===== src/logic/wr_req_pkg.sv =====
// Request-side types and sizes shared by the write arbiter, the top level and the testbench

package wr_req_pkg;

    // ------------------------------
    // Destination sizing
    // ------------------------------

    // Number of user destinations on the write path
    localparam int N_DESTS = 4;

    // Destination index, also the round-robin pointer width
    localparam int DEST_BITS = 2;

    // ------------------------------
    // Request field widths
    // ------------------------------

    // Process id carried with every request
    localparam int PID_BITS = 6;

    // Byte length of one request
    localparam int LEN_BITS = 16;

    // Virtual address width
    localparam int VADDR_BITS = 48;

    // One write request from a destination
    // len is in bytes, never zero
    typedef struct packed {
        logic [VADDR_BITS-1:0] vaddr;
        logic [LEN_BITS-1:0]   len;
        logic [PID_BITS-1:0]   pid;
    } wr_req_t;

endpackage

===== src/logic/wr_data_pkg.sv =====
// Data-side types and sizes for write beats and the arbiter-to-mux sequence queue

package wr_data_pkg;

    // ------------------------------
    // Beat sizing
    // ------------------------------

    // Width of one write data beat
    localparam int DATA_BITS = 64;

    // log2 of bytes per beat, 8 bytes here
    localparam int BEAT_LOG_BITS = 3;

    // ------------------------------
    // Sequence queue sizing
    // ------------------------------

    // Grants that may wait for their data
    localparam int N_OUTSTANDING = 8;

    // Read and write pointer width of the sequence queue
    localparam int SEQ_PTR_BITS = $clog2(N_OUTSTANDING);

    // One beat on the write data channel
    typedef struct packed {
        logic [DATA_BITS-1:0] data;
        logic                 last;
    } data_beat_t;

    // Sequence entry, one per grant
    // n_tr is beat count minus one
    typedef struct packed {
        logic [wr_req_pkg::PID_BITS-1:0]  pid;
        logic [wr_req_pkg::DEST_BITS-1:0] dest;
        logic [wr_req_pkg::LEN_BITS-1:0]  n_tr;
    } mux_seq_t;

endpackage


===== src/logic/dest_wr_data_mux.sv =====
// Write data steering from the head sequence entry, counts beats and marks the last one

`timescale 1ns/1ns

module dest_wr_data_mux (
    input  logic aclk,
    input  logic aresetn,

    // Sequence queue read side
    input  logic                                                seq_valid,
    output logic                                                seq_ready,
    input  wr_data_pkg::mux_seq_t                               seq,

    // Destination data
    input  logic [wr_req_pkg::N_DESTS-1:0]                      s_data_valid,
    output logic [wr_req_pkg::N_DESTS-1:0]                      s_data_ready,
    input  wr_data_pkg::data_beat_t [wr_req_pkg::N_DESTS-1:0]   s_data,

    // Merged data out
    output logic                                                m_data_valid,
    input  logic                                                m_data_ready,
    output wr_data_pkg::data_beat_t                             m_data,
    output logic [wr_req_pkg::PID_BITS-1:0]                     m_data_pid
);

    // Beat plus its owner, carried through the output stage
    typedef struct packed {
        wr_data_pkg::data_beat_t          beat;
        logic [wr_req_pkg::PID_BITS-1:0]  pid;
    } beat_pid_t;

    // ------------------------------
    // Steering
    // ------------------------------

    logic [wr_req_pkg::LEN_BITS-1:0] beat_cnt;
    logic                            slice_s_ready;
    logic                            in_valid;
    logic                            in_xfer;
    logic                            is_last;
    beat_pid_t                       in_beat;
    beat_pid_t                       out_beat;

    // Only the head entry's destination may pass
    assign in_valid = seq_valid && s_data_valid[seq.dest];
    assign in_xfer = in_valid && slice_s_ready;
    assign is_last = (beat_cnt == seq.n_tr);

    always_comb begin
        s_data_ready = '0;
        s_data_ready[seq.dest] = seq_valid && slice_s_ready;
    end

    // Incoming last bit dropped, regenerated from the count
    assign in_beat.beat.data = s_data[seq.dest].data;
    assign in_beat.beat.last = is_last;
    assign in_beat.pid = seq.pid;

    // Pop the entry with its final beat
    assign seq_ready = in_xfer && is_last;

    // Beat counter for the head entry
    always_ff @(posedge aclk) begin
        if (!aresetn) begin
            beat_cnt <= '0;
        end else if (in_xfer) begin
            if (is_last) begin
                beat_cnt <= '0;
            end else begin
                beat_cnt <= beat_cnt + 1'b1;
            end
        end
    end

    // Output stage, one cycle per beat
    reg_slice #(
        .STYPE(beat_pid_t)
    ) data_slice_i (
        .aclk     (aclk),
        .aresetn  (aresetn),
        .s_valid  (in_valid),
        .s_ready  (slice_s_ready),
        .s_payload(in_beat),
        .m_valid  (m_data_valid),
        .m_ready  (m_data_ready),
        .m_payload(out_beat)
    );

    assign m_data = out_beat.beat;
    assign m_data_pid = out_beat.pid;

endmodule


===== src/logic/reg_slice.sv =====
// Single-stage valid/ready register slice for any payload type, full throughput

`timescale 1ns/1ns

module reg_slice #(
    parameter type STYPE = logic
) (
    input  logic aclk,
    input  logic aresetn,

    // Upstream
    input  logic s_valid,
    output logic s_ready,
    input  STYPE s_payload,

    // Downstream
    output logic m_valid,
    input  logic m_ready,
    output STYPE m_payload
);

    // ------------------------------
    // Stage registers
    // ------------------------------

    logic valid_q;
    STYPE payload_q;

    // Stage can load when empty or when drained this cycle
    assign s_ready = !valid_q || m_ready;

    assign m_valid = valid_q;
    assign m_payload = payload_q;

    // Valid follows the input whenever the stage may load
    always_ff @(posedge aclk) begin
        if (!aresetn) begin
            valid_q <= 1'b0;
        end else if (s_ready) begin
            valid_q <= s_valid;
        end
    end

    // Payload taken only on a transfer, held while stalled
    always_ff @(posedge aclk) begin
        if (s_valid && s_ready) begin
            payload_q <= s_payload;
        end
    end

endmodule


===== config.mk =====
export PLATFORM = sky130hd
export DESIGN_NAME = dest_wr_data_mux
export DESIGN_NICKNAME = d
export VERILOG_FILES = /design/src/logic/wr_req_pkg.sv /design/src/logic/wr_data_pkg.sv /design/src/logic/dest_wr_data_mux.sv /design/src/logic/reg_slice.sv
export SDC_FILE = /design/constraint.sdc
export NUM_CORES = 1
export LEC_CHECK = 0
export ABC_AREA = 1
export BUFFER_PORTS_ARGS = -buffer_cell sky130_fd_sc_hd__buf_2
export CAP_MARGIN = 40
export CORE_AREA = 5 5 141 143
export DETAILED_ROUTE_END_ITERATION = 10
export DIE_AREA = 0 0 146 148
export PLACE_DENSITY = 0.64
export SETUP_SLACK_MARGIN = 0.2
export SLEW_MARGIN = 10
export SYNTH_ARGS = -nofsm -noshare
export SYNTH_HDL_FRONTEND = slang
export SYNTH_SLANG_ARGS = --single-unit

===== constraint.sdc =====
create_clock -name aclk -period 5.7 [get_ports aclk]
set_clock_uncertainty 0.05 [all_clocks]
set_input_delay 1.425 -clock aclk [delete_from_list [all_inputs] [get_ports aclk]]
set_output_delay 1.425 -clock aclk [all_outputs]
set_load 0.05 [all_outputs]

# == Yosys cells after proc, flatten, opt, wreduce, memory -nomap -nowiden ==
# Index checks and enable logic that the tools add are counted.
# word_totals
reg_bits,88
output_inout_bits,77
wordCells,24
# classes
n_addsub,1
order_cmp,2
eq_ne,1
muxes,7
bitwise_logic,1
reduce_logical,7
# ops
op,n
$bmux W65 S2,1
$mux W65,1
$add A16 B1 Y16 const B,1
$eq A16 B16 Y1,1
$mux W16,1
$logic_and A1 B1 Y1,5
$and A4 B4 Y4,1
$lt A2 B3 Y1 const B,1
$bmux W1 S2,1
$demux W1 S2,1
$ge A2 B1 Y1 const B,1
$mux W1,2
$logic_not A1 Y1,1
$logic_or A1 B1 Y1,1

# == Logic depth before layout (Yosys ltp) ==
# logic_depth
ltp_word,5
mapped_depth,11
ltp_nobuf,9

# == By module ==
# A second synthesis with hierarchy kept.
# hier_totals
hier_cells,621
hier_area_um2,5131.2
# by_module_without_submodules
module,instances,cells_each,area_each_um2,seq_area_each_um2
dest_wr_data_mux,1,543,2947.8,320.3
reg_slice,1,78,2183.3,2152.1

# == Least setup slack after synthesis ==
# Ideal clock, no wire load.
# synth_timing
path_kind,in2out
start,in seq[16] (netlist bit)
end,out s_data_ready[0] (netlist bit)
arrival_ps,3075
required_time_ps,4225
path_slack_ps,1150
cell_stages,4
n_path_buf,3
path_cell_list,buf_2 > clkbuf_1 > clkbuf_1 > nor3_1
# synth_via
elab_chain_cells,5
# synth_rtl
element,line,text
start: declaration,dest_wr_data_mux.sv:12,"input wr_data_pkg::mux_seq_t seq,"
$lt A2 B3 Y1 (not written as such) / $ge A2 B1 Y1 (equally long branches),dest_wr_data_mux.sv:51,s_data_ready[seq.dest] = seq_valid && slice_s_ready;
$logic_and A1 B1 Y1,dest_wr_data_mux.sv:51,
$mux W1 (not written as such),dest_wr_data_mux.sv:51,
$demux W1 S2 *,dest_wr_data_mux.sv:51,
$and A4 B4 Y4 (no line) *,--,
end: declaration,dest_wr_data_mux.sv:16,"output logic [wr_req_pkg::N_DESTS-1:0] s_data_ready,"
# Mark *: on every way between the ends. The rest lies on a longest branch, timed or not.

# == Worst setup path in the final report ==
# layout_timing
start,in seq[17] (netlist bit)
end,out seq_ready
# layout_via
elab_chain_cells,5
# layout_rtl
element,line,text
$bmux W1 S2,dest_wr_data_mux.sv:45,assign in_valid = seq_valid && s_data_valid[seq.dest];
$mux W1 (not written as such),dest_wr_data_mux.sv:45,
$logic_and A1 B1 Y1,dest_wr_data_mux.sv:45,
$logic_and A1 B1 Y1,dest_wr_data_mux.sv:46,assign in_xfer = in_valid && slice_s_ready;
$logic_and A1 B1 Y1,dest_wr_data_mux.sv:60,assign seq_ready = in_xfer && is_last;
end: declaration,dest_wr_data_mux.sv:11,"output logic seq_ready,"
# Every way passes these cells. The select of a mux whose other input is x is not followed.

==> flow_summary.yaml <==
status:
  outcome: "finished clean"
worst_setup_path:
  crit_chain: "buf_4, nand3_1, nand2_1, nor2_4, nor2_8, nand3_2, inv_1, buf_2"
  r2r_end: "beat_cnt[15]"
  cp-endpoint: "seq_ready"
  r2r_slack_ps: 3240
  critical_path.max_fanout: 59
  crit_family: "buffers and inverters"
  crit_cells: 8
  critPathBufInv: 3
  cp_slowest_cell: "buf_4"
  reg2regPathDepth: 8
  slowest_delay_ps: 490
  start_kind: "input pin"
  worstPathRequired_ps: 4220
  cp_data_arrival_time_ps: 2850
  worst_setup_path_end_kind: "output pin"
  r2r_start: "data_slice_i.m_valid"
  critical_path_class: "in2out"
  worstSetupStartpoint: "seq[17]"
synthesis:
  ys_types: 29
  yosysTopAreaCellShare: 0.418
  syn_inst: 617
  syn_area_mm2: 0.00510
  ys_seq_area_frac: 0.485
  avgSynthCellArea_um2: 8.27
  synth.largest_area_cell: "edfxtp_1"
  yosysWarnings: 0
  synth_seq_cells: 88
  synth_fp_nets: 910
  synthTopCellsByArea: "edfxtp_1 (42%), nand3_1 (20%), a22oi_1 (9.3%)"
global_route:
  overflow: 0
  grt_pass1_wl_mm: 31.7
  use_met3: 0.0478
  grt.busiest_layer: "met2"
  antenna_found_initial: 3
  grt_max_degree: 80
  use_met1: 0.233
  grtUsageTotal: 0.186
  grt_pass1_vias: 5483
  grt_use_met2: 0.317
sta:
  tns_ps: 0
  hold_violations: 0
  max_freq_mhz: 231
  fin_crit_sh: 0.758
  finalSetupViolCount: 0
  fin_crit_ps: 4320
  slew_violations: 0
  slew_headroom: 0.472
  worst_pin_slew_ps: 793
  rsz0062_at_grt: "no"
flow_run:
  maxCapViolations: 0
cells_and_area:
  fin_nets: 1246
  fill_cells: 1914
  drive_gt1_frac: 0.424
  instances_no_fill: 1195
  syn_to_final_growth_pct: 44.6
  final_cell_area_mm2: 0.00738
cts:
  path_clk_slew_ps: 60
  cts_tree: "yes"
  cts_made_buffers: 9
  clockBufferDepth: 2
  clk_latency_ps: 340
  htree_levels: 3
  clock_sink_count: 88
  cts_setup_buffers: 0
  cts_root_buffer: "clkbuf_16"
  holdBufCountCts: 0
  cts_resized: 0
placed_design:
  portBuffers: 364
  placed_cell_area_mm2: 0.00708
  dpl.hpwl_mm: 16.2
  globalplace.congestion: 0.853
  dp_cells: 1176
floorplan:
  die_w_um: 146
  num_rows: 50
  fp.dieH_um: 148
  die-area_mm2: 0.0216
  coreArea_mm2: 0.0185
  io_pins: 369
  initial_core_util: 0.276
hold_path:
  hold_class: "reg2reg"
  holdPathStages: 2
detailed_routing:
  vias: 5971
  ant_nets: 0
  wl_mm: 21.3
  post_drt_wl_per_cell_um: 17.8
  vias_per_cell: 5.00
  dr.pass1.iters: 5
  drc: 0
  drtIter0Drc: 437
pwr:
  p_leak_nw: 3.44
  ir_drop_v: 0.000127
  power_density_mw_per_mm2: 240
-- how the worst min path moves through the flow --
stage	start	to
finish	data_slice_i.m_valid	data_slice_i.m_valid
global route	data_slice_i.m_valid	data_slice_i.m_valid
CTS	data_slice_i.m_valid	data_slice_i.m_valid
detailed placement	data_slice_i.m_valid	data_slice_i.m_valid
global placement	data_slice_i.m_valid	data_slice_i.m_valid
floorplan	beat_cnt[3]	beat_cnt[3]
-- sequential cells by signal (all words and copies together), names as in the netlist --
name and cells:
data_slice_i.m_payload 71, data_slice_i.m_valid 1, beat_cnt 16
-- routing by layer --
| layer | vias to the layer above | part of all wire |
|---|---|---|
| li1 | 2878 | - |
| met1 | 2786 | 0.40 |
| met2 | 274 | 0.49 |
| met3 | 33 | 0.085 |
| met4 | 0 | 0.021 |
| met5 | - | 0 |
-- worst register-to-register path: stages, from the launching register on --
cell     delay (ps)
dfxtp_1         310
nand2_1          80
nand2_1         230
nor2_8          190
buf_4           430
buf_4           670
nand3_1         220
nand2_1         110
nor2_1           50
-- layout by cell type, fill, tap and decap left out, types with 2 or more instances in the layout --
cell / count
nor2_4: 3
nand2_1: 111
clkinvlp_4: 2
diode_2: 3
nor2_1: 29
dfxtp_1: 17
buf_4: 9
edfxtp_1: 71
nor3_1: 5
a22oi_1: 63
clkbuf_1: 2
nor2_2: 10
inv_2: 3
nand3_1: 206
nand4_1: 2
inv_1: 36
o21ai_0: 4
buf_2: 363
clkbuf_16: 9
-- synthesized netlist by cell type (all sizes together) --
library cell,number
nor3,6
clkbuf,24
dfxtp,17
nand3,207
nor2,43
o21bai,1
edfxtp,71
nand4,2
o21ai,5
nand3b,1
a22oi,63
ha,1
inv,39
a21boi,1
nand2,112
buf,23
xor2,1
-- layout make-up --
cell class                      instances  area (um^2)  area share
Inverter                               39          146      0.0198
Clock buffer                           11          233      0.0316
Multi-Input combinational cell        443         2280       0.309
Clock inverter                          5         57.6     0.00780
Sequential cell                        88         2470       0.335
Antenna cell                            3         7.51     0.00102
Timing Repair Buffer                  372         1880       0.255
Tap cell                              234          293      0.0397
-- power by group --
part	total [W]	switching, W	internal, W
clock network	0.000593	0.000253	0.000340
logic	0.000427	0.000285	0.000142
registers	0.000751	0.00000878	0.000742
-- cells by family after synthesis --
logic type	count (synthesis)	synth area share
AND/OR/NAND/NOR	371	0.339
flip-flops	88	0.485
buffers and inverters	86	0.0711
AO/OA/AOI/OAI	70	0.101
XOR/XNOR	1	0.00172
adder cells (fa/ha/maj)	1	0.00245
-- metrics by stage --
step            util  power [W]  hold slack, ps  setup slack (ps)
3_5_place_dp   0.384    0.00119             444              1370
2_1_floorplan      -    0.00102             470              1150
6_report       0.400    0.00177             462              1380
3_3_place_gp   0.384    0.00119             436              1400
4_1_cts        0.399    0.00180             458              1360
5_1_grt        0.400    0.00185             503              1220
(Power assumes the default switching activity.)
