===== src/logic/wr_req_pkg.sv =====
// Request-side types and sizes shared by the write arbiter, the top level and the testbench

package wr_req_pkg;

    // ------------------------------
    // Destination sizing
    // ------------------------------

    // Number of user destinations on the write path
    localparam int N_DESTS = 4;

    // Destination index, also the round-robin pointer width
    localparam int DEST_BITS = 2;

    // ------------------------------
    // Request field widths
    // ------------------------------

    // Process id carried with every request
    localparam int PID_BITS = 6;

    // Byte length of one request
    localparam int LEN_BITS = 16;

    // Virtual address width
    localparam int VADDR_BITS = 48;

    // One write request from a destination
    // len is in bytes, never zero
    typedef struct packed {
        logic [VADDR_BITS-1:0] vaddr;
        logic [LEN_BITS-1:0]   len;
        logic [PID_BITS-1:0]   pid;
    } wr_req_t;

endpackage

===== src/logic/wr_data_pkg.sv =====
// Data-side types and sizes for write beats and the arbiter-to-mux sequence queue

package wr_data_pkg;

    // ------------------------------
    // Beat sizing
    // ------------------------------

    // Width of one write data beat
    localparam int DATA_BITS = 64;

    // log2 of bytes per beat, 8 bytes here
    localparam int BEAT_LOG_BITS = 3;

    // ------------------------------
    // Sequence queue sizing
    // ------------------------------

    // Grants that may wait for their data
    localparam int N_OUTSTANDING = 8;

    // Read and write pointer width of the sequence queue
    localparam int SEQ_PTR_BITS = $clog2(N_OUTSTANDING);

    // One beat on the write data channel
    typedef struct packed {
        logic [DATA_BITS-1:0] data;
        logic                 last;
    } data_beat_t;

    // Sequence entry, one per grant
    // n_tr is beat count minus one
    typedef struct packed {
        logic [wr_req_pkg::PID_BITS-1:0]  pid;
        logic [wr_req_pkg::DEST_BITS-1:0] dest;
        logic [wr_req_pkg::LEN_BITS-1:0]  n_tr;
    } mux_seq_t;

endpackage


===== src/logic/fifo_stream.sv =====
// Valid/ready FIFO for any payload type, sized by the outstanding-grant depth

`timescale 1ns/1ns

module fifo_stream #(
    parameter type QTYPE = logic
) (
    input  logic aclk,
    input  logic aresetn,

    // Write side
    input  logic val_snk,
    output logic rdy_snk,
    input  QTYPE data_snk,

    // Read side
    output logic val_src,
    input  logic rdy_src,
    output QTYPE data_src
);

    // ------------------------------
    // Storage and pointers
    // ------------------------------

    QTYPE mem [wr_data_pkg::N_OUTSTANDING];

    logic [wr_data_pkg::SEQ_PTR_BITS-1:0] wr_ptr;
    logic [wr_data_pkg::SEQ_PTR_BITS-1:0] rd_ptr;

    // One extra bit so a full queue is representable
    logic [wr_data_pkg::SEQ_PTR_BITS:0] count;

    logic push;
    logic pop;

    // Ready drops only when every slot holds an entry
    assign rdy_snk = (count != (wr_data_pkg::SEQ_PTR_BITS + 1)'(wr_data_pkg::N_OUTSTANDING));

    // Head is valid whenever something is stored
    assign val_src = (count != '0);
    assign data_src = mem[rd_ptr];

    assign push = val_snk && rdy_snk;
    assign pop = val_src && rdy_src;

    // ------------------------------
    // Control state
    // ------------------------------

    always_ff @(posedge aclk) begin
        if (!aresetn) begin
            wr_ptr <= '0;
            rd_ptr <= '0;
            count <= '0;
        end else begin
            // Pointers wrap on their own, depth is a power of two
            if (push) begin
                wr_ptr <= wr_ptr + 1'b1;
            end
            if (pop) begin
                rd_ptr <= rd_ptr + 1'b1;
            end
            // Simultaneous push and pop leaves the count alone
            if (push && !pop) begin
                count <= count + 1'b1;
            end else if (pop && !push) begin
                count <= count - 1'b1;
            end
        end
    end

    // Entry write
    always_ff @(posedge aclk) begin
        if (push) begin
            mem[wr_ptr] <= data_snk;
        end
    end

endmodule


===== config.mk =====
export PLATFORM = sky130hd
export DESIGN_NAME = fifo_stream
export DESIGN_NICKNAME = d
export VERILOG_FILES = /design/src/logic/wr_req_pkg.sv /design/src/logic/wr_data_pkg.sv /design/src/logic/fifo_stream.sv
export SDC_FILE = /design/constraint.sdc
export NUM_CORES = 1
export LEC_CHECK = 0
export ABC_CLOCK_PERIOD_IN_PS = 3900
export BUFFER_PORTS_ARGS = -buffer_cell sky130_fd_sc_hd__buf_4
export CAP_MARGIN = 0
export CORE_MARGIN = 2
export CORE_UTILIZATION = 40
export CTS_BUF_LIST = sky130_fd_sc_hd__clkbuf_8
export CTS_CLUSTER_DIAMETER = 200
export CTS_CLUSTER_SIZE = 30
export DETAILED_ROUTE_END_ITERATION = 8
export SYNTH_ARGS = -nofsm -noshare
export SYNTH_HDL_FRONTEND = slang
export SYNTH_SLANG_ARGS = --single-unit

===== constraint.sdc =====
create_clock -name aclk -period 3.9 [get_ports aclk]
set_clock_uncertainty 0.2 [all_clocks]
set_input_delay 0.195 -clock aclk [delete_from_list [all_inputs] [get_ports aclk]]
set_output_delay 0.195 -clock aclk [all_outputs]
set_load 0.05 [all_outputs]

* After elaboration in Yosys (flattened, before gate mapping)
Memory sizes are Yosys's and may differ from the RTL's. A register that Yosys moved wholly into a read port is not among the register bits. Index checks and enable logic that the tools add are counted.
Storage, ports and cells: bits in registers 10, latch bits 0, bits in writable memories 8, memory bits (read-only) 0, input bits 5, output and inout port bits 3, word-level logic and storage cells 23, memories 1
Memory list:
- mem | depth 8, width 1, rd ports 1, clocked after Yosys merged registers in 1, write ports 1, line fifo_stream.sv:26 | QTYPE mem [wr_data_pkg::N_OUTSTANDING];
Cells by class: add/subtract/negate cells 4, $mul 0, div/mod/pow operators 0, order comparisons 0, eq/ne operators 1, shifts and indexed selects 0, multiplexer cells 6, bitwise gates (word level) 0, reduce and logical (&&, ||, !) cells 8
Operator list (count):
- $mux W4 | 2
- $add A3 B1 Y3 const B | 2
- $mux W3 | 2
- $add A4 B1 Y4 const B | 1
- $logic_and A1 B1 Y1 | 4
- $ne A4 B4 Y1 const B | 1
- $reduce_bool A4 Y1 | 1
- $sub A4 B1 Y4 const B | 1
- $logic_not A1 Y1 | 2
- $mux W1 | 2
- $reduce_bool A2 Y1 | 1

* Longest topological paths before layout
Gate-level depths: netlist of the first run.
word-level depth 6, depth in mapped cells 11, depth with buffers taken out 10

* Worst setup path before layout of the first run
Ideal clock, no wire load.
path kind register -> register, from register count[1] (netlist name), to register count[3] (netlist name), library setup time 0.072 ns, arrival time 2.362 ns, required time 3.628 ns, slack 1.267 ns, cell stages (with the launch flop) 12, buffers on the path 1, clock period less this slack 2.633 ns, cell sequence dfxtp_1 or4b_1 buf_6 nand2_8 inv_1 ha_1 inv_1 ha_1 a21oi_1 a211oi_1 a31oi_1 mux2i_1
Between the ends: word-level cells in the longest chain between the ends 5, elaborated cells between the ends (all ways) 13, those cells by class add/sub (2); eq/ne (1); mux (2); reduce/logical (8)
RTL lines:
- from (decl) | line fifo_stream.sv:32 | logic [wr_data_pkg::SEQ_PTR_BITS:0] count;
- from (signal assigned) | line fifo_stream.sv:66 | count <= count + 1'b1;
- from (signal assigned) | line fifo_stream.sv:68 | count <= count - 1'b1;
- $ne A4 B4 Y1 * | line fifo_stream.sv:38 | assign rdy_snk = (count != (wr_data_pkg::SEQ_PTR_BITS + 1)'(wr_data_pkg::N_OUTSTANDING));
- net rdy_snk | line fifo_stream.sv:13 | output logic rdy_snk,
- $logic_and A1 B1 Y1 * | line fifo_stream.sv:44 | assign push = val_snk && rdy_snk;
- net push | line fifo_stream.sv:34 | logic push;
- $logic_not A1 Y1 | line fifo_stream.sv:67 | end else if (pop && !push) begin
- $logic_and A1 B1 Y1 | line fifo_stream.sv:67
- $reduce_bool A2 Y1 (no line)
Mark *: on every way through the listed nets, which the timed path passes. The rest lies on a longest branch. The select of a mux whose other input is x is not followed. A chain may end at the register's enable or synchronous reset.

* Worst setup path in the final report of the first run
from register count[1] (netlist name), to register count[3] (netlist name)
Between the ends: word-level cells in the longest chain between the ends 5, elaborated cells between the ends (all ways) 13, those cells by class add/sub (2); eq/ne (1); mux (2); reduce/logical (8)
RTL lines (line):
- $ne A4 B4 Y1 * | fifo_stream.sv:38
- $logic_and A1 B1 Y1 * | fifo_stream.sv:44
- net push | fifo_stream.sv:34
- $logic_not A1 Y1 | fifo_stream.sv:67
- $logic_and A1 B1 Y1 | fifo_stream.sv:67
- $reduce_bool A2 Y1 (no line)
Marks and branches as above.

==> results of run 1 <==
[critical path: stages, from the launching register on]
cell,delay [ns]
dfxtp_1,0.36
or4b_1,0.73
nand2_8,0.17
inv_1,0.05
ha_1,0.20
inv_1,0.13
ha_1,0.29
a21oi_1,0.20
a211oi_1,0.10
a31oi_1,0.21
mux2i_1,0.20
[routing by layer]
layer | vias up | wire length (um)
li1 | 315 | -
met1 | 271 | 720
met2 | 11 | 659
met3 | 5 | 65
met4 | 0 | 22
met5 | - | 0
[kinds of logic after synthesis]
logic type / after synthesis
flip-flops: 21
AND/OR/NAND/NOR: 35
adder cells (fa/ha/maj): 6
AO/OA/AOI/OAI: 6
buffers and inverters: 5
XOR/XNOR: 6
multiplexers: 5
[Yosys cell counts]
library cell / number / share of area
nand3_2: 1 / 0.010
nand3_1: 5 / 0.025
edfxtp_1: 8 / 0.24
mux2i_1: 2 / 0.020
ha_1: 5 / 0.063
inv_1: 2 / 0.0076
o21ai_0: 1 / 0.0051
nor4_1: 1 / 0.0063
mux2_2: 1 / 0.011
nor2b_1: 1 / 0.0063
a31oi_1: 1 / 0.0063
and2_1: 7 / 0.044
a21boi_0: 2 / 0.015
dfxtp_1: 13 / 0.26
nand2_2: 1 / 0.0063
clkbuf_1: 2 / 0.0076
mux4_2: 2 / 0.046
buf_6: 1 / 0.011
a211oi_1: 1 / 0.0076
xnor2_1: 6 / 0.053
nor3_1: 4 / 0.020
nand2b_1: 3 / 0.019
or4_4: 1 / 0.011
nand2_8: 1 / 0.020
a21oi_1: 1 / 0.0051
or4b_1: 1 / 0.010
nor2_1: 4 / 0.015
nand2_1: 5 / 0.019
fa_1: 1 / 0.020
[area by class of cell]
type,count,share of cell area
Clock buffer,3,0.0370
Clock inverter,1,0.00337
Inverter,2,0.00673
Multi-Input combinational cell,58,0.414
Sequential cell,21,0.449
Tap cell,30,0.0337
Timing Repair Buffer,8,0.0561
[worst max-delay path by stage]
stage                     startpoint        to  slack (ns)
after global routing        count[1]  count[3]        0.75
after global placement      count[1]  count[3]        1.07
after floorplan             count[1]  count[3]        1.27
final                       count[1]  count[3]        1.00
after CTS                   count[1]  count[3]         1.0
after detailed placement    count[1]  count[3]        1.03
[per-stage QoR]
step	power, mW	hold WS [ns]
finish	0.862	0.0239
global route	0.940	0.0468
CTS	0.872	0.0310
detailed placement	0.735	0.238
global placement	0.725	0.228
floorplan	0.657	0.0939
[power by group through the flow]
stage	clock (mW)	combinational, mW	sequential, mW
after floorplan	0	0.340	0.318
after global placement	0	0.397	0.328
after detailed placement	0	0.406	0.329
after CTS	0.139	0.408	0.325
after global routing	0.150	0.454	0.336
final	0.135	0.404	0.323
[cell usage in the layout, fill, tap and decap left out, types with 4 or more instances in the layout]
master	instances
and2_1	7
buf_4	7
dfxtp_1	13
edfxtp_1	8
ha_1	5
nand2_1	5
nand3_1	5
nor2_1	4
nor3_1	4
xnor2_1	6
[what timing repair did]
item | 4_1_cts | 5_1_grt
setup endpoints to repair | 0 | 0
hold endpoints to repair | 8 | 0
hold buffers | 1 | 0
==> results.py, run 1 <==
metrics = {
    "run_status": {
        "status": "complete, no violations",
    },
    "detailed_routing": {
        "ant_nets": 0,
        "dr.pass1.iters": 4,
        "drt-initial-drc-count": 10,
        "finalWirelength_um": 1470,
        "drc": 0,
        "wl_per_cell_um": 11.9,
        "vias": 602,
        "viasPerCell": 4.89,
    },
    "synthesis": {
        "synth-compound-area-share": 0.0392,
        "synth_nets": 95,
        "synthAdderAreaFrac": 0.0835,
        "avgSynthCellArea_um2": 11.8,
        "synth-seq-area-share": 0.506,
        "muxShareOfSynthArea": 0.0772,
        "netlist_area_um2": 988,
        "yosys.area_share.simple": 0.214,
        "ys_seq_elements": 21,
        "yosysWarnings": 0,
        "synth_top_family_by_area": "simple AND/OR/NAND/NOR gates",
        "synth_xor_area_frac": 0.0532,
        "syn_inst": 84,
        "synthDistinctLibCells": 29,
    },
    "final_layout": {
        "area.sequential_um2": 500,
        "final_area_mm2": 0.00111,
        "syn_to_final_growth_pct": 12.8,
        "fin_nets": 105,
        "drive_above_1_share": 0.183,
        "fin_cells": 123,
        "fillCellCount": 229,
        "antenna_cells": 0,
        "multi_input_area_um2": 462,
        "final_util": 0.463,
    },
    "power_and_ir_drop": {
        "comb_power_share": 0.468,
        "leakagePower_nw": 0.415,
        "p_per_area_mw_per_mm2": 774,
        "clkPwrFrac": 0.157,
        "ir_drop_mv": 0.374,
        "cellInternalPower_mw": 0.528,
        "netSwitchingFraction": 0.388,
        "p_seq_frac": 0.375,
        "p_sw_mw": 0.335,
    },
    "grt": {
        "gr-usage-met2": 0.209,
        "grt_max_degree": 13,
        "grt_usage": 0.136,
        "overflow": 0,
        "grt_util_met1": 0.167,
        "grt_pass1_wl_um": 2680,
        "grt_busiest_layer": "met2",
        "antenna_found_initial": 0,
        "grtUsageMet3": 0.0583,
        "grt_pass1_vias": 617,
    },
    "timing": {
        "fin_crit_sh": 0.743,
        "relSlewSlack": 0.766,
        "setup_ws_ns": 1.00,
        "setup_viol": 0,
        "tightestPinTransition_ns": 0.351,
        "slew_viol_final": 0,
        "setup_tns_ns": 0,
        "max_freq_mhz": 345,
        "grt_setup_unrepaired": "false",
        "finalCriticalPeriod_ns": 2.90,
        "finalHoldViolCount": 0,
    },
    "die": {
        "start_util": 0.410,
        "dieArea_mm2": 0.00288,
        "fp.dieH_um": 53.7,
        "ioPinCount": 8,
        "chipWidth_um": 53.7,
        "num_rows": 18,
        "core_mm2": 0.00241,
    },
    "critical_path": {
        "ff2ff_path_depth": 10,
        "cp.arrival_ns": 2.89,
        "cp-start-kind": "flip-flop",
        "r2r-end": "count[3]",
        "cp.required_ns": 3.89,
        "end_kind": "flip-flop",
        "cp_max_fo": 7,
        "r2r-start": "count[1]",
        "rrSetupSlack_ns": 1.00,
        "crit_type": "flip-flop to flip-flop",
    },
    "clock_tree": {
        "cts.sinks": 21,
        "clkLatencyLatePin_ns": 0.26,
        "cts_resized": 0,
        "cts_max_path_buffers": 2,
        "root_buffer": "clkbuf_8",
        "clk_pin_slew_worst_paths_ns": 0.07,
        "post_cts_buffers": 0,
        "cts-htree-levels": 1,
        "cts_made_buffers": 3,
        "cts_tree": "built",
    },
    "min_path": {
        "hold_end": "count[0]",
        "holdPathStages": 2,
        "min_from": "aresetn",
        "hold_path.class": "input port to flip-flop",
    },
    "place": {
        "dpl.cell_count": 118,
        "place_ws_ns": 1.03,
        "placed_area_mm2": 0.00106,
        "port_buffers": 7,
        "place.gp.congestion": 0.693,
        "hpwl_um": 1100,
    },
    "flow_run": {
        "maxCapViolCount": 0,
    },
}
Note: power is estimated with default switching activity, not from simulation.
==> run 2: changes to the inputs <==
- ABC_AREA: not set -> 1
- ABC_CLOCK_PERIOD_IN_PS: 3900 -> 2910
- clock period: 3.9 -> 2.91 ns (I/O delays scaled with it)
==> results.py, run 2 <==
metrics = {
    "critical_path": {
        "cp_slowest_cell": "dfxtp_1",
        "cp.arrival_ns": 2.15,
        "cp_top_family": "simple AND/OR/NAND/NOR gates",
        "worstPathCellList": "nor2_4 > nand3_2 > nand2_2 > inv_2 > ha_1 > inv_1 > ha_1 > nand3_1 > nand3_1 > nand2_1 > nand3_1 > nand2_1 > inv_1",
        "crit_type": "flip-flop to flip-flop",
        "cp_max_fo": 4,
        "cp.required_ns": 2.87,
        "crit_top_cell": "nand3_1",
        "cp-start-kind": "flip-flop",
        "path_buf_inv": 3,
        "end_kind": "flip-flop",
        "cpPeakStageDelay_ns": 0.38,
    },
    "grt": {
        "grt_pass1_vias": 714,
        "grt_max_degree": 12,
        "grt_pass1_wl_um": 2900,
        "antenna_found_initial": 0,
        "overflow": 0,
        "grt_usage": 0.133,
    },
    "timing": {
        "fin_crit_sh": 0.751,
        "grt_setup_unrepaired": "false",
        "timing.hold.ws_ns": 0.00725,
        "setup_ws_ns": 0.725,
        "slew_viol_final": 0,
        "setup_viol": 0,
        "relSlewSlack": 0.839,
        "setup_tns_ns": 0,
        "max_freq_mhz": 458,
        "finalCriticalPeriod_ns": 2.18,
        "tightestPinTransition_ns": 0.242,
        "finalHoldViolCount": 0,
    },
    "detailed_routing": {
        "viasPerCell": 4.60,
        "vias": 750,
        "drc": 0,
        "ant_nets": 0,
        "dr.pass1.iters": 4,
        "finalWirelength_um": 1680,
        "wl_per_cell_um": 10.3,
        "drt-initial-drc-count": 5,
    },
    "final_layout": {
        "final_common_cell": "nor2_1",
        "fillCellCount": 247,
        "multi_input_area_um2": 470,
        "fin_cells": 163,
        "final_cell_mix": "nor2_1, nand2_1, inv_1, dfxtp_1, edfxtp_1",
        "final_util": 0.486,
        "syn_to_final_growth_pct": 15.9,
        "fin_nets": 145,
        "drive_above_1_share": 0.203,
        "final_area_mm2": 0.00120,
        "antenna_cells": 0,
        "area.sequential_um2": 500,
    },
    "synthesis": {
        "netlist_area_mm2": 0.00104,
        "synth_top_cell_area_share": 0.250,
        "synth.most_common_cell": "nor2_1",
        "avgSynthCellArea_um2": 8.74,
        "yosysWarnings": 0,
        "ys_seq_elements": 21,
        "synth_nets": 130,
        "ys.flop_type": "dfxtp_1",
        "synth_edf_count": 8,
        "synth_area_leaders": "dfxtp_1, edfxtp_1, nor2_1, ha_1, nand2_1",
        "async_flop_share": 0,
        "yosys.area.top_type": "dfxtp_1",
        "synth_common_cells": "nor2_1, nand2_1, dfxtp_1",
        "synthDistinctLibCells": 21,
        "syn_inst": 119,
        "synth-seq-area-share": 0.481,
    },
    "clock_tree": {
        "cts_tree": "built",
        "clkLatencyLatePin_ns": 0.26,
        "cts-htree-levels": 1,
        "cts_hold_buffers": 3,
        "cts_made_buffers": 3,
        "cts.sinks": 21,
        "post_cts_buffers": 0,
        "root_buffer": "clkbuf_8",
        "clk_pin_slew_worst_paths_ns": 0.07,
        "cts_resized": 0,
        "cts_max_path_buffers": 2,
    },
    "power_and_ir_drop": {
        "cellInternalPower_mw": 0.649,
        "p_seq_frac": 0.380,
        "p_per_area_mw_per_mm2": 941,
        "comb_power_share": 0.455,
        "p_sw_mw": 0.484,
        "total_power_mw": 1.13,
        "netSwitchingFraction": 0.427,
        "ir_drop_mv": 0.479,
        "clkPwrFrac": 0.165,
        "leakagePower_nw": 0.537,
    },
    "min_path": {
        "hold_path.class": "input port to flip-flop",
    },
    "run_status": {
        "status": "complete, no violations",
    },
    "die": {
        "ioPinCount": 8,
        "core_mm2": 0.00248,
        "num_rows": 18,
        "fp.dieH_um": 55.0,
        "chipWidth_um": 55.0,
        "start_util": 0.420,
        "dieArea_mm2": 0.00302,
    },
    "place": {
        "dpl.cell_count": 156,
        "place_ws_ns": 0.730,
        "port_buffers": 7,
        "place.gp.congestion": 0.784,
        "placed_area_mm2": 0.00113,
        "hpwl_um": 1320,
    },
    "flow_run": {
        "maxCapViolCount": 0,
    },
}
-- run 2: cell count changes in the layout (fill, tap and decap cells not counted), moves of 4 or more --
cell and change:
nor2_1 +19, inv_1 +10, nand2_1 +10, and2_1 -7, o21ai_1 +6, xnor2_1 -5
nor3_1 -4, o21ai_0 +4, xor2_1 +4
-- run 2: layout make-up --
type	count	area share
inverter	17	0.0571
timing repair buffer	10	0.0685
clock buffer	3	0.0343
multi-input combinational	81	0.390
clock inverter	1	0.00312
tap	30	0.0312
sequential	21	0.415
-- run 2: final timing paths --
| check | start | endpoint | slack, ns | cells past startpoint |
|---|---|---|---|---|
| setup / recovery | count[1] | count[3] | 0.73 | 13 |
| hold / removal | rdy_src | flip-flop | 0.007 | 3 |
| setup reg to reg | count[1] | count[3] | 0.73 | 13 |
| hold reg to reg | rd_ptr[2] | flip-flop | 0.29 | 2 |
-- run 2: worst min-delay path: stages --
cell and delay (ns):
buf_4 0.13, nand3_1 0.07, a21oi_1 0.07
-- run 2: metal layers --
| metal | up-vias | GRT usage | wire length [um] |
|---|---|---|---|
| met5 | - | 0 | 0 |
| met4 | 0 | 0.0122 | 0 |
| met3 | 0 | 0.0484 | 52 |
| met2 | 8 | 0.228 | 781 |
| met1 | 335 | 0.167 | 850 |
| li1 | 407 | - | - |
-- run 2: power groups by stage --
| stage | Sequential, mW | Clock, mW | Combinational [mW] |
|---|---|---|---|
| after CTS | 0.432 | 0.194 | 0.521 |
| after floorplan | 0.425 | 0 | 0.413 |
| after detailed placement | 0.437 | 0 | 0.517 |
| after global routing | 0.442 | 0.205 | 0.589 |
| after global placement | 0.437 | 0 | 0.509 |
| final | 0.431 | 0.187 | 0.516 |
-- run 2: kinds of logic after synthesis --
logic type / count (synthesis) / share of synthesized area
and+or+nand+nor: 53 / 0.242
buffers and inverters: 17 / 0.0662
xor gates and xnor gates: 5 / 0.0421
AOI/OAI and AO/OA: 17 / 0.0891
DFF: 21 / 0.481
adders and majority gates: 6 / 0.0794
